`src/rtl/sram_test_pkg.sv`:
```
package sram_test_pkg;

  // default widths, overridden from the top level
  parameter int default_addr_bits = 20;
  parameter int default_data_bits = 16;

  // sequencing states of the tester
  typedef enum logic [2:0] {
    start,
    writing,
    write_wait,
    reading,
    read_wait,
    done,
    halt
  } tester_state_t;

  // data patterns, stepped in this order
  typedef enum logic [2:0] {
    zeros,
    ones,
    checker_5,
    checker_a,
    addr_data,
    addr_inv
  } pattern_t;

  // sram controller phases
  typedef enum logic [1:0] {
    idle,
    access,
    finish
  } ctrl_state_t;

endpackage
```
`src/rtl/sram_pattern_gen.sv`:
```
`timescale 1ns/100ps

module sram_pattern_gen #(
  parameter int DATA_BITS = sram_test_pkg::default_data_bits
) (
  input  logic                    clk,
  input  logic                    reset,
  input  logic                    pattern_next,
  input  logic                    pattern_restart,
  input  logic [DATA_BITS-1:0]    addr_low,
  output sram_test_pkg::pattern_t pattern_state,
  output logic [DATA_BITS-1:0]    data,
  output logic                    last_pattern
);

  import sram_test_pkg::*;

  // alternating bits, lsb selects 0x5 or 0xa style
  function automatic logic [DATA_BITS-1:0] alternating(input logic lsb);
    logic [DATA_BITS-1:0] word;
    for (int i = 0; i < DATA_BITS; i++) begin
      word[i] = lsb ^ i[0];
    end
    return word;
  endfunction

  localparam logic [DATA_BITS-1:0] checker_5_word = alternating(1'b1);
  localparam logic [DATA_BITS-1:0] checker_a_word = alternating(1'b0);

  pattern_t pattern_following;

  // step order of the pattern list
  always_comb begin
    case (pattern_state)
      zeros:     pattern_following = ones;
      ones:      pattern_following = checker_5;
      checker_5: pattern_following = checker_a;
      checker_a: pattern_following = addr_data;
      addr_data: pattern_following = addr_inv;
      default:   pattern_following = zeros;
    endcase
  end

  always_ff @(posedge clk) begin
    if (reset || pattern_restart) begin
      pattern_state <= zeros;
    end else if (pattern_next) begin
      pattern_state <= pattern_following;
    end
  end

  // word for the current address
  always_comb begin
    case (pattern_state)
      zeros:     data = '0;
      ones:      data = '1;
      checker_5: data = checker_5_word;
      checker_a: data = checker_a_word;
      addr_data: data = addr_low;
      addr_inv:  data = ~addr_low;
      default:   data = '0;
    endcase
  end

  assign last_pattern = (pattern_state == addr_inv);

endmodule

```
`config.mk`:
```
export PLATFORM = sky130hd
export DESIGN_NAME = sram_pattern_gen
export DESIGN_NICKNAME = d
export VERILOG_FILES = /design/src/rtl/sram_test_pkg.sv /design/src/rtl/sram_pattern_gen.sv
export SDC_FILE = /design/constraint.sdc
export NUM_CORES = 1
export LEC_CHECK = 0
export BUFFER_PORTS_ARGS = -buffer_cell sky130_fd_sc_hd__buf_2
export CELL_PAD_IN_SITES_DETAIL_PLACEMENT = 2
export CELL_PAD_IN_SITES_GLOBAL_PLACEMENT = 2
export CORE_MARGIN = 3
export CORE_UTILIZATION = 15
export DETAILED_ROUTE_END_ITERATION = 7
export PLACE_DENSITY_LB_ADDON = 0.1
export SLEW_MARGIN = 25
export SYNTH_ARGS = -nofsm -noshare
export SYNTH_HDL_FRONTEND = slang
export SYNTH_SLANG_ARGS = --single-unit
```
`constraint.sdc`:
```
create_clock -name clk -period 1 [get_ports clk]
set_input_delay 0 -clock clk [delete_from_list [all_inputs] [get_ports clk]]
set_output_delay 0 -clock clk [all_outputs]
set_load 0.005 [all_outputs]
```
After elaboration in Yosys (flattened, before gate mapping)

Index checks and enable logic that the tools add are counted.

Add/subtract/negate cells: 0
Multiply operators: 0
Divide/modulo/power cells: 0
$lt $le $gt $ge: 0
Eq/ne operators: 5
Shifts and indexed selects: 0
Mux-type cells: 2
Bitwise operators: 1
Reduce and logical (&&, ||, !) cells: 2

Operator list:

| cell                                                 | count |
|---|---|
| case mux 16 bit (5 select lines)                     | 1 |
| NOT 16 bit                                           | 1 |
| case mux 3 bit (5 select lines)                      | 1 |
| equality test 3 x 2 -> 1 bit (second input constant) | 2 |
| equality test 3 bit (second input constant)          | 2 |
| equality test 3 x 1 -> 1 bit (second input constant) | 1 |
| logical NOT 3 bit                                    | 1 |
| logical OR 1 bit                                     | 1 |

Register bits: 3
Latch bits: 0
RAM bits: 0
Memory bits (read-only): 0
Input bits: 20
Output and inout bits: 20
Word-level logic and storage cells: 11
Memories: 0

Longest topological paths before layout

Depth in word-level cells: 2
Gate-level depth with buffers: 5
Depth with buffers taken out: 3

Least setup slack after synthesis

No wires, ideal clock.

Path kind: register to register
Start point: register pattern_state[2]
End point: register pattern_state[1]
Arrival: 816 ps
Required time: 886 ps
Setup slack: 70 ps
Stages on the path, launching flop included: 5
Path buffers: 1
Clock period less this slack: 930 ps
Path through: dfxtp_1 buf_4 o21ai_0 a21oi_1 nor2_1

Word-level cells in the longest chain between the ends: 2

RTL lines:

| element                                           | RTL line               | source |
|---|---|---|
| from (decl)                                       | sram_pattern_gen.sv:11 | `output sram_test_pkg::pattern_t pattern_state,` |
| from (signal assigned)                            | sram_pattern_gen.sv:46 | `pattern_state <= zeros;` |
| from (signal assigned)                            | sram_pattern_gen.sv:48 | `pattern_state <= pattern_following;` |
| equality test 3 bit, or another cell as far along | sram_pattern_gen.sv:34 | `case (pattern_state)` |
| case mux 3 bit (5 select lines) (*)               | sram_pattern_gen.sv:34 |  |

Mark *: on every way between the ends. The rest lies on a longest branch, timed or not.
A chain may end at the register's enable or synchronous reset.

Worst setup path in the final report

Start point: register pattern_state[2]
End point: output port data[7]

Word-level cells in the longest chain between the ends: 2

RTL lines:

| element                                           | RTL line               | source |
|---|---|---|
| equality test 3 bit, or another cell as far along | sram_pattern_gen.sv:54 | `case (pattern_state)` |
| case mux 16 bit (5 select lines) (*)              | sram_pattern_gen.sv:54 |  |
| to (decl)                                         | sram_pattern_gen.sv:12 | `output logic [DATA_BITS-1:0] data,` |

Marks and branches as above.

==> flow_summary.ini <==
[sta]
setup_tns_ns = -2.95
slew_viol_final = 0
timing_hold_violations_final = 0
max_freq_mhz = 835
tightest_slew_ns = 0.211
finalCriticalPeriod_ns = 1.20
fin_ws_ns = -0.198
setup_violations = 20
fin_crit_sh_pct = 120
rsz0062_at_grt = true
clock_skew_ns = 0.00180
slew_headroom_pct = 85.7

[die]
io_pins = 40
start_util_pct = 16.5
core-area_um2 = 2880
die_w_um = 62.3
die_y_um = 62.3
rows = 19
die-area_um2 = 3880

[grt]
grt_pass1_vias = 656
grt.total_usage_pct = 9.22
antenna_found_initial = 0
grt_max_degree = 15
overflow = 0
grt_first_pass_wirelength_um = 3020

[cells_and_area]
top_regs = pattern_state: 3 flops
syn2layout_area_growth_pct = 87.6
regMostFlops = pattern_state
largest_reg_flops = 3
finalNetCount = 134
drive_gt1_share_pct = 61.9
final_area_um2 = 892
antenna_cells = 0

[critical_path]
end_kind = output port
reg2reg_depth = 5
crit_path_start_kind = flop
r2r_start = pattern_state[2]
criticalPathCategory = flop to output port
rrSetupSlack_ns = -0.12
crit_fanout = 8
r2r_end = pattern_state[1]
crit_required_ns = 1.00
arrival_ns = 1.20

[clocking]
cts.htree.levels = 1
cts_buffers = 3
clock_latency_ns = 0.23
cts_tree = yes
clock-root-buffer = clkbuf_4
cts_sinks = 3
clkTransAtPathRegs_ns = 0.04
clockBufferDepth = 2

[route]
route.detailed.drc = 0
vias_per_cell = 4.21
ant_nets = 0
post_drt_wl_per_cell_um = 12.2
initialDrtViolationCount = 36
vias = 653
drt_pass1_iterations = 4
routed_wl_um = 1890

[worst_hold_path]
hp-class = input port to flop
min_path_cells = 3
hold_path_end = pattern_state[0]
min-delay-start = reset

[logic_synthesis]
synthFlopType = dfxtp_1
synth_fp_nets = 87
yosysTopAreaCell = a22o_1
yosysTopAreaCellShare_pct = 14.7
yosys_warnings = 0
synth_edf_count = 0
syn-instance-count = 67
ys_seq_area_share_pct = 12.6
ys_top_cells_by_area = a22o_1, xor2_1, dfxtp_1, o21ai_1, nand2_1
ys_types = 18
syn_area_um2 = 475
async_flop_share_pct = 0
syn_area_per_cell_um2 = 7.10
ys_ff_latch = 3
synth_commonest_cells = nand2_1, o21ai_1, a22o_1, xor2_1, o21ai_0

[run]
drv_cap = 0

[outcome]
outcome = finished, violations left
violations = setup timing

[power_and_ir_drop]
power_per_cell_area_nw_per_um2 = 570
ir_drop_mv = 0.756
leakagePower_uw = 0.000433

[place]
dpl.hpwl_um = 1410
gp_congestion = 0.700
place_area_um2 = 733
port_buffers = 39
==> metal layers <==
| metal | wire [µm] | global-route usage [%] |
|---|---|---|
| met3 | 83 | 3.42 |
| met1 | 851 | 10.7 |
| met5 | 0 | 0 |
| met4 | 0 | 1.65 |
| met2 | 955 | 16.3 |
==> per-stage QoR <==
stage          setup WS, ns  hold WS, ns  power [µW]  utilization (%)  instances
3_5_place_dp         -0.109        0.285         286             25.5        148
4_1_cts              -0.232       0.0250         522             29.1        155
6_report             -0.198       0.0366         508             31.0        155
3_3_place_gp        -0.0833        0.284         284             25.5        148
5_1_grt              -0.284       0.0475         557             31.0        155
2_1_floorplan        0.0702        0.116         199                -         67
==> critical path, cell delays in order (launching register included) <==
cell,delay [ns]
dfxtp_4,0.35
nor3b_4,0.15
buf_6,0.13
a22o_1,0.22
buf_2,0.12
==> final cells by class <==
type / count / area, µm²
tap: 42 / 52.6
sequential: 3 / 71.3
multi-input combinational: 57 / 428
timing repair buffer: 49 / 314
clock buffer: 4 / 26.3
fill: 334 / 1980
==> power breakdown <==
part | leakage (µW) | internal (µW) | total, µW | switching, µW
Sequential | 0.0000266 | 117 | 122 | 4.87
Combinational | 0.000391 | 94.8 | 173 | 78.4
Clock | 0.0000150 | 150 | 214 | 64.1
Total | 0.000433 | 361 | 508 | 147
==> placed cells by master, fill, tap and decap left out, types with 2 or more instances in the layout <==
master | netlist | final
dfxtp_4 | 0 | 3
nand2_2 | 0 | 5
nand2_1 | 11 | 2
clkbuf_4 | 0 | 3
nand2_4 | 0 | 4
buf_12 | 0 | 2
xor2_1 | 8 | 7
o21ai_0 | 7 | 3
o21ai_1 | 11 | 15
a21oi_1 | 3 | 2
buf_4 | 3 | 4
buf_2 | 2 | 39
buf_6 | 2 | 3
a22o_1 | 8 | 8
==> kinds of logic after synthesis <==
kind of cell | Yosys count | share of synthesized area [%]
compound gates | 29 | 36.8
flops | 3 | 12.6
simple gates | 20 | 24.2
buf+inv | 7 | 11.6
xor+xnor | 8 | 14.7
==> worst max path at each step <==
stage                  endpoint              from  slack [ns]
6_report                data[7]  pattern_state[2]       -0.20
4_1_cts                 data[4]  pattern_state[2]       -0.23
5_1_grt                 data[4]  pattern_state[2]       -0.28
2_1_floorplan  pattern_state[1]  pattern_state[2]        0.07
3_3_place_gp   pattern_state[1]  pattern_state[0]       -0.08
3_5_place_dp   pattern_state[1]  pattern_state[0]       -0.11
==> what timing repair did <==
action | CTS | global route
gates resized for setup | 19 | 17
pin swaps | 9 | 6
setup endpoints to repair | 18 | 20
setup buffers | 3 | 0
hold buffers | 0 | 0
endpoints found under the hold margin | 0 | 0
Note: power is estimated with default switching activity, not from simulation.
