`config.mk`:
```
export PLATFORM = sky130hd
export DESIGN_NAME = sram_tester
export DESIGN_NICKNAME = d
export VERILOG_FILES = /design/src/rtl/sram_test_pkg.sv /design/src/rtl/sram_tester.sv
export SDC_FILE = /design/constraint.sdc
export NUM_CORES = 1
export LEC_CHECK = 0
export BUFFER_PORTS_ARGS = -buffer_cell sky130_fd_sc_hd__buf_2
export CAP_MARGIN = 20
export CORE_ASPECT_RATIO = 0.5
export CORE_UTILIZATION = 44
export DETAILED_ROUTE_END_ITERATION = 10
export PLACE_DENSITY = 0.85
export SLEW_MARGIN = 20
export SYNTH_ARGS = -nofsm -noshare
export SYNTH_HDL_FRONTEND = slang
export SYNTH_SLANG_ARGS = --single-unit
```
`constraint.sdc`:
```
create_clock -name clk -period 2.2 [get_ports clk]
set_input_delay 0.11 -clock clk [delete_from_list [all_inputs] [get_ports clk]]
set_output_delay 0.11 -clock clk [all_outputs]
set_load 0.01 [all_outputs]
```
`src/rtl/sram_test_pkg.sv`:
```
package sram_test_pkg;

  // default widths, overridden from the top level
  parameter int default_addr_bits = 20;
  parameter int default_data_bits = 16;

  // sequencing states of the tester
  typedef enum logic [2:0] {
    start,
    writing,
    write_wait,
    reading,
    read_wait,
    done,
    halt
  } tester_state_t;

  // data patterns, stepped in this order
  typedef enum logic [2:0] {
    zeros,
    ones,
    checker_5,
    checker_a,
    addr_data,
    addr_inv
  } pattern_t;

  // sram controller phases
  typedef enum logic [1:0] {
    idle,
    access,
    finish
  } ctrl_state_t;

endpackage
```
`src/rtl/sram_tester.sv`:
```
`timescale 1ns/100ps

module sram_tester #(
  parameter int ADDR_BITS = sram_test_pkg::default_addr_bits,
  parameter int DATA_BITS = sram_test_pkg::default_data_bits
) (
  input  logic                         clk,
  input  logic                         reset,
  input  logic                         ready,
  input  logic                         write_done,
  input  logic                         read_data_valid,
  input  logic                         last_pattern,
  input  logic                         pass,
  input  logic [DATA_BITS-1:0]         pattern_data,
  output logic                         req,
  output logic                         write_enable,
  output logic [ADDR_BITS-1:0]         addr,
  output logic [DATA_BITS-1:0]         write_data,
  output logic                         pattern_next,
  output logic                         pattern_restart,
  output logic                         check_valid,
  output logic [DATA_BITS-1:0]         expected,
  output logic                         test_done,
  output sram_test_pkg::tester_state_t tester_state
);

  import sram_test_pkg::*;

  tester_state_t state;
  tester_state_t next_state;
  logic          write_sweep;
  logic          last_addr;
  logic          word_done;
  logic          sweep_end;

  assign last_addr = &addr;

  // controller finished the word in flight
  assign word_done = (state == write_wait && write_done) ||
                     (state == read_wait && read_data_valid);

  // last word of a read sweep has come back
  assign sweep_end = (state == read_wait) && read_data_valid && last_addr;

  always_comb begin
    next_state = state;
    case (state)
      start: begin
        next_state = writing;
      end
      writing: begin
        if (ready) begin
          next_state = write_wait;
        end
      end
      write_wait: begin
        if (write_done) begin
          next_state = last_addr ? reading : writing;
        end
      end
      reading: begin
        if (ready) begin
          next_state = read_wait;
        end
      end
      read_wait: begin
        if (read_data_valid) begin
          if (!last_addr) begin
            next_state = reading;
          end else if (last_pattern) begin
            next_state = done;
          end else begin
            next_state = writing;
          end
        end
      end
      done: begin
        next_state = start;
      end
      halt: begin
        next_state = halt;
      end
      default: begin
        next_state = start;
      end
    endcase
  end

  // a failed compare stops the engine until reset
  always_ff @(posedge clk) begin
    if (reset) begin
      state <= start;
    end else if (!pass) begin
      state <= halt;
    end else begin
      state <= next_state;
    end
  end

  // direction of the sweep in progress
  always_ff @(posedge clk) begin
    if (reset) begin
      write_sweep <= 1'b1;
    end else if (next_state == writing) begin
      write_sweep <= 1'b1;
    end else if (next_state == reading) begin
      write_sweep <= 1'b0;
    end
  end

  // address counter, wraps back to zero after the top word
  always_ff @(posedge clk) begin
    if (reset || state == start) begin
      addr <= '0;
    end else if (word_done) begin
      addr <= last_addr ? '0 : addr + 1'b1;
    end
  end

  // one request per word, never while a failure is pending
  assign req = (state == writing || state == reading) && ready && pass;
  assign write_enable = write_sweep;

  assign write_data = write_sweep ? pattern_data : '0;
  assign expected   = write_sweep ? '0 : pattern_data;

  // checker sees the expected word alongside the read word
  assign check_valid = (state == read_wait) && read_data_valid;

  assign pattern_next    = sweep_end && !last_pattern;
  assign pattern_restart = (state == done);
  assign test_done       = (state == done);
  assign tester_state    = state;

endmodule

```
### Word level (Yosys, flattened, before mapping)

Index checks and enable logic that the tools add are counted.

| storage, ports and cells | value |
|---|---|
| bits in registers | 24 |
| word-level logic and storage cells | 40 |

| cells by class | value |
|---|---|
| equal/unequal tests | 8 |
| muxes and demuxes | 12 |
| reduce and logical (&&, ||, !) cells | 14 |
| add/subtract/negate cells | 1 |
| bitwise operators | 1 |

Operator list:

| kind | count |
|---|---|
| $mux W16 | 2 |
| $mux W3 | 7 |
| $add A20 B1 Y20 const B | 1 |
| $mux W20 | 1 |
| $reduce_and A20 Y1 | 1 |
| $pmux W3 S6 | 1 |
| $eq A3 B2 Y1 const B | 3 |
| $eq A3 B3 Y1 const B | 3 |
| $eq A3 B1 Y1 const B | 2 |
| $logic_and A1 B1 Y1 | 6 |
| $reduce_or A2 Y1 | 2 |
| $logic_not A3 Y1 | 1 |
| $logic_or A1 B1 Y1 | 3 |
| $mux W2 | 1 |
| $logic_not A1 Y1 | 1 |
| $not A1 Y1 | 1 |

### Longest topological paths before layout

| logic depth | value |
|---|---|
| depth in word-level cells | 6 |
| depth in mapped cells | 7 |
| mapped depth without buffers | 6 |

### Least setup slack after synthesis

No wires, ideal clock.

| timing | value |
|---|---|
| path type | reg-to-reg |
| start point | register addr[0] |
| end point | register addr[18] |
| buffers on the path | 1 |
| setup slack | 0.402 ns |
| data required time | 2.086 ns |
| data arrival time | 1.684 ns |
| library setup time | 0.114 ns |
| stages on the path, launching flop included | 8 |
| cells stage by stage | dfxtp_1 ha_1 nand3_1 nor4_4 nand4_2 o21ai_4 buf_6 nor2_1 |

| between the ends | value |
|---|---|
| longest elaborated chain between the ends | 2 |
| elaborated cells on any way between the ends | 3 |

RTL lines:

| element | RTL line | source |
|---|---|---|
| from (decl) | sram_tester.sv:17 | `output logic [ADDR_BITS-1:0] addr,` |
| from (signal assigned) | sram_tester.sv:116 | `addr <= last_addr ? '0 : addr + 1'b1;` |
| $add A20 B1 Y20 or $reduce_and A20 Y1 (tied branches) | sram_tester.sv:116, sram_tester.sv:36 |  |
| $mux W20 * | sram_tester.sv:116 |  |

Mark *: on every way between the ends. The rest lies on a longest branch, timed or not.
A chain may end at the register's enable or synchronous reset.

### Worst setup path in the final report

| timing | value |
|---|---|
| start point | register addr[0] |
| end point | output port pattern_next |

| between the ends | value |
|---|---|
| longest elaborated chain between the ends | 3 |

RTL lines:

| element | RTL line | source |
|---|---|---|
| $reduce_and A20 Y1 | sram_tester.sv:36 | `assign last_addr = &addr;` |
| $logic_and A1 B1 Y1 | sram_tester.sv:43 | `assign sweep_end = (state == read_wait) && read_data_valid && last_addr;` |
| $logic_and A1 B1 Y1 | sram_tester.sv:130 | `assign pattern_next = sweep_end && !last_pattern;` |
| to (decl) | sram_tester.sv:19 | `output logic pattern_next,` |

No other way between the ends.

==> results.yml <==
critical_path:
  critPathMaxStageDelay_ps: 410
  crit_chain: "ha_1 -> nand3_1 -> nor4_4 -> nand4_2 -> nor3_1 -> buf_2"
  cp-start-kind: "flip-flop"
  reg2reg_setup_slack_ps: 200
  worstRegToRegCells: 6
  critical_path.top_delay_family: "simple AND/OR/NAND/NOR gates"
  worstReg2RegStart: "addr[0]$_SDFFE_PP0P_"
  cp.arrival_ps: 1900
  worst-path-buf-inv: 1
  crit_fanout: 5
  reg2reg_to: "addr[8]$_SDFFE_PP0P_"
  endpoint_kind: "output port"
  path_class: "reg2out"
  required_ps: 2090
  cp_slowest_cell: "dfxtp_1"
yosys:
  ys_types: 38
  netlist.area_leader.share_pct: 31.7
  ys.flop_type: "dfxtp_1"
  synth_common_cells: "dfxtp_1, nor2_1, nor2b_1, and2_1, xor2_1"
  ys_ff_latch: 24
  synth_area_leaders: "dfxtp_1, xor2_1, nor2b_1, and2_1, nor2_1"
  synth_edf_count: 0
  synth.largest_area_cell: "dfxtp_1"
  yosys_warnings: 0
  synthCells: 182
  async_flop_share_pct: 0
  yosysSeqAreaShare_pct: 31.7
  syn_area_per_cell_um2: 8.34
  syn_area_um2: 1520
  syn-num-nets: 206
clock_network:
  cts_max_path_buffers: 2
  clock-root-buffer: "clkbuf_8"
  insertion_delay_ps: 270
  numCtsBuffers: 3
  ctsHoldBuffers: 0
  cts_max_level: 1
  path_clk_slew_ps: 90
  cts_setup_buffers: 0
  cts_resized: 0
  cts_sinks: 24
  cts_tree: "done"
timing:
  min_period_ps: 2010
  hold_viol: 0
  finalMaxSlewViolations: 0
  maxSlewHeadroom_pct: 61.8
  post-route-period-util_pct: 91.5
  hold_ws_ps: 49.8
  fmax_mhz: 497
  setup-violations-final: 0
  tns_ps: 0
  worstMarginPinSlew_ps: 574
  finClkSkew_ps: 2.35
  rsz0062_at_grt: "false"
route:
  vias: 1574
  viasPerCell: 5.21
  routed_wl_um: 3830
  ant_nets: 0
  wl_per_cell_um: 12.7
  drc_errors: 0
  first_pass_iters: 4
  drt_iter0_markers: 58
run:
  maxCapViolations: 0
min_path:
  min_path_cells: 2
  min_path_type: "in2reg"
  holdPathEnd: "tester_state[1]$_SDFF_PP0_"
  hp-start: "pass"
die:
  start_util_pct: 48.4
  io_pins: 84
  rows: 14
  coreArea_um2: 3140
  die-area_um2: 3700
  fp.dieH_um: 43.5
  die_w_um: 85.1
global_route:
  overflow: 0
  grt_pass1_vias: 1277
  grt_antenna_before_repair: 0
  gr-usage-all-layers_pct: 19.9
  grt_max_degree: 20
  grt_pass1_wl_um: 5810
outcome:
  status: "completed"
placement:
  dp_hpwl_um: 3020
  io_buffers: 83
  place.gp.congestion: 0.791
power:
  p_leak_nw: 0.981
  power_mw: 1.10
  ir_worst_vdd_mv: 0.201
  power_density_nw_per_um2: 546
final_layout:
  diodes: 0
  area_growth_pct: 32.8
  fin_util_pct: 64.3
  nNetsFinal: 287
  drive_gt1_share_pct: 37.0
-- how the worst max path moves through the flow --
stage / end / cells after the start / start / slack, ps
final: pattern_next / 6 / addr[0]$_SDFFE_PP0P_ / 190
after global routing: addr[8]$_SDFFE_PP0P_ / 6 / addr[0]$_SDFFE_PP0P_ / 50
after CTS: pattern_next / 6 / addr[0]$_SDFFE_PP0P_ / 170
after detailed placement: addr[8]$_SDFFE_PP0P_ / 6 / addr[0]$_SDFFE_PP0P_ / 210
after global placement: addr[15]$_SDFFE_PP0P_ / 6 / addr[0]$_SDFFE_PP0P_ / 330
after floorplan: addr[18]$_SDFFE_PP0P_ / 7 / addr[0]$_SDFFE_PP0P_ / 400
-- metrics by stage --
| step | cells | worst slack [ps] | area (µm²) |
|---|---|---|---|
| finish | 302 | 187 | 2020 |
| global route | 302 | 53.8 | 2020 |
| CTS | 302 | 169 | 2020 |
| detailed placement | 298 | 209 | 1940 |
| global placement | 298 | 333 | 1940 |
| floorplan | 182 | 402 | 1520 |
-- worst register-to-register path, stage by stage (launching register included) --
cell and delay (ps):
dfxtp_1 410, ha_1 200, nand3_1 190, nor4_4 300, nand4_2 180, o21ai_4 460, nor2_1 120
-- where the power goes --
group / switching [mW] / internal [mW] / leakage [nW]
sequential: 0.0200 / 0.442 / 0.194
combinational: 0.133 / 0.114 / 0.751
clock: 0.147 / 0.244 / 0.0357
total: 0.300 / 0.800 / 0.981
-- layout make-up --
class                           instances  area (µm²)
Fill cell                             266        1120
Multi-Input combinational cell        146         972
Sequential cell                        24         480
Timing Repair Buffer                   85         430
Tap cell                               40        50.0
Clock buffer                            3        41.3
Clock inverter                          1        30.0
Inverter                                3        11.3
-- kinds of logic after synthesis --
group                    after synthesis  synth area share (%)
AND/OR/NAND/NOR                      111                  42.8
XOR/XNOR                              20                  11.5
AO/OA/AOI/OAI                         14                  8.90
buffers and inverters                 12                  4.29
flip-flops                            24                  31.7
adder cells (fa/ha/maj)                1                 0.824
-- placed cells by master, fill, tap and decap left out, drive strengths merged, types with 2 or more instances in the layout --
| cell | instances |
|---|---|
| and2 | 17 |
| xor2 | 16 |
| xnor2 | 4 |
| inv | 3 |
| dfxtp | 24 |
| nand3 | 9 |
| a21oi | 4 |
| nand4 | 11 |
| nor3b | 2 |
| nand2 | 9 |
| buf | 85 |
| clkbuf | 3 |
| nand2b | 2 |
| nor2b | 20 |
| nor2 | 24 |
| nand3b | 3 |
| nor3 | 4 |
| and3 | 6 |
| nor4 | 2 |
-- metal layers --
| metal | vias up | track usage, % | routed length [µm] |
|---|---|---|---|
| li1 | 779 | - | - |
| met1 | 727 | 22.5 | 1600 |
| met2 | 59 | 37.3 | 1910 |
| met3 | 9 | 4.19 | 229 |
| met4 | 0 | 8.81 | 95 |
| met5 | - | 0 | 0 |
-- sequential cells by signal (all words and copies together), names as in the netlist --
signal	flops
write_enable	1
tester_state	3
addr	20
Note: power is estimated with default switching activity, not from simulation.
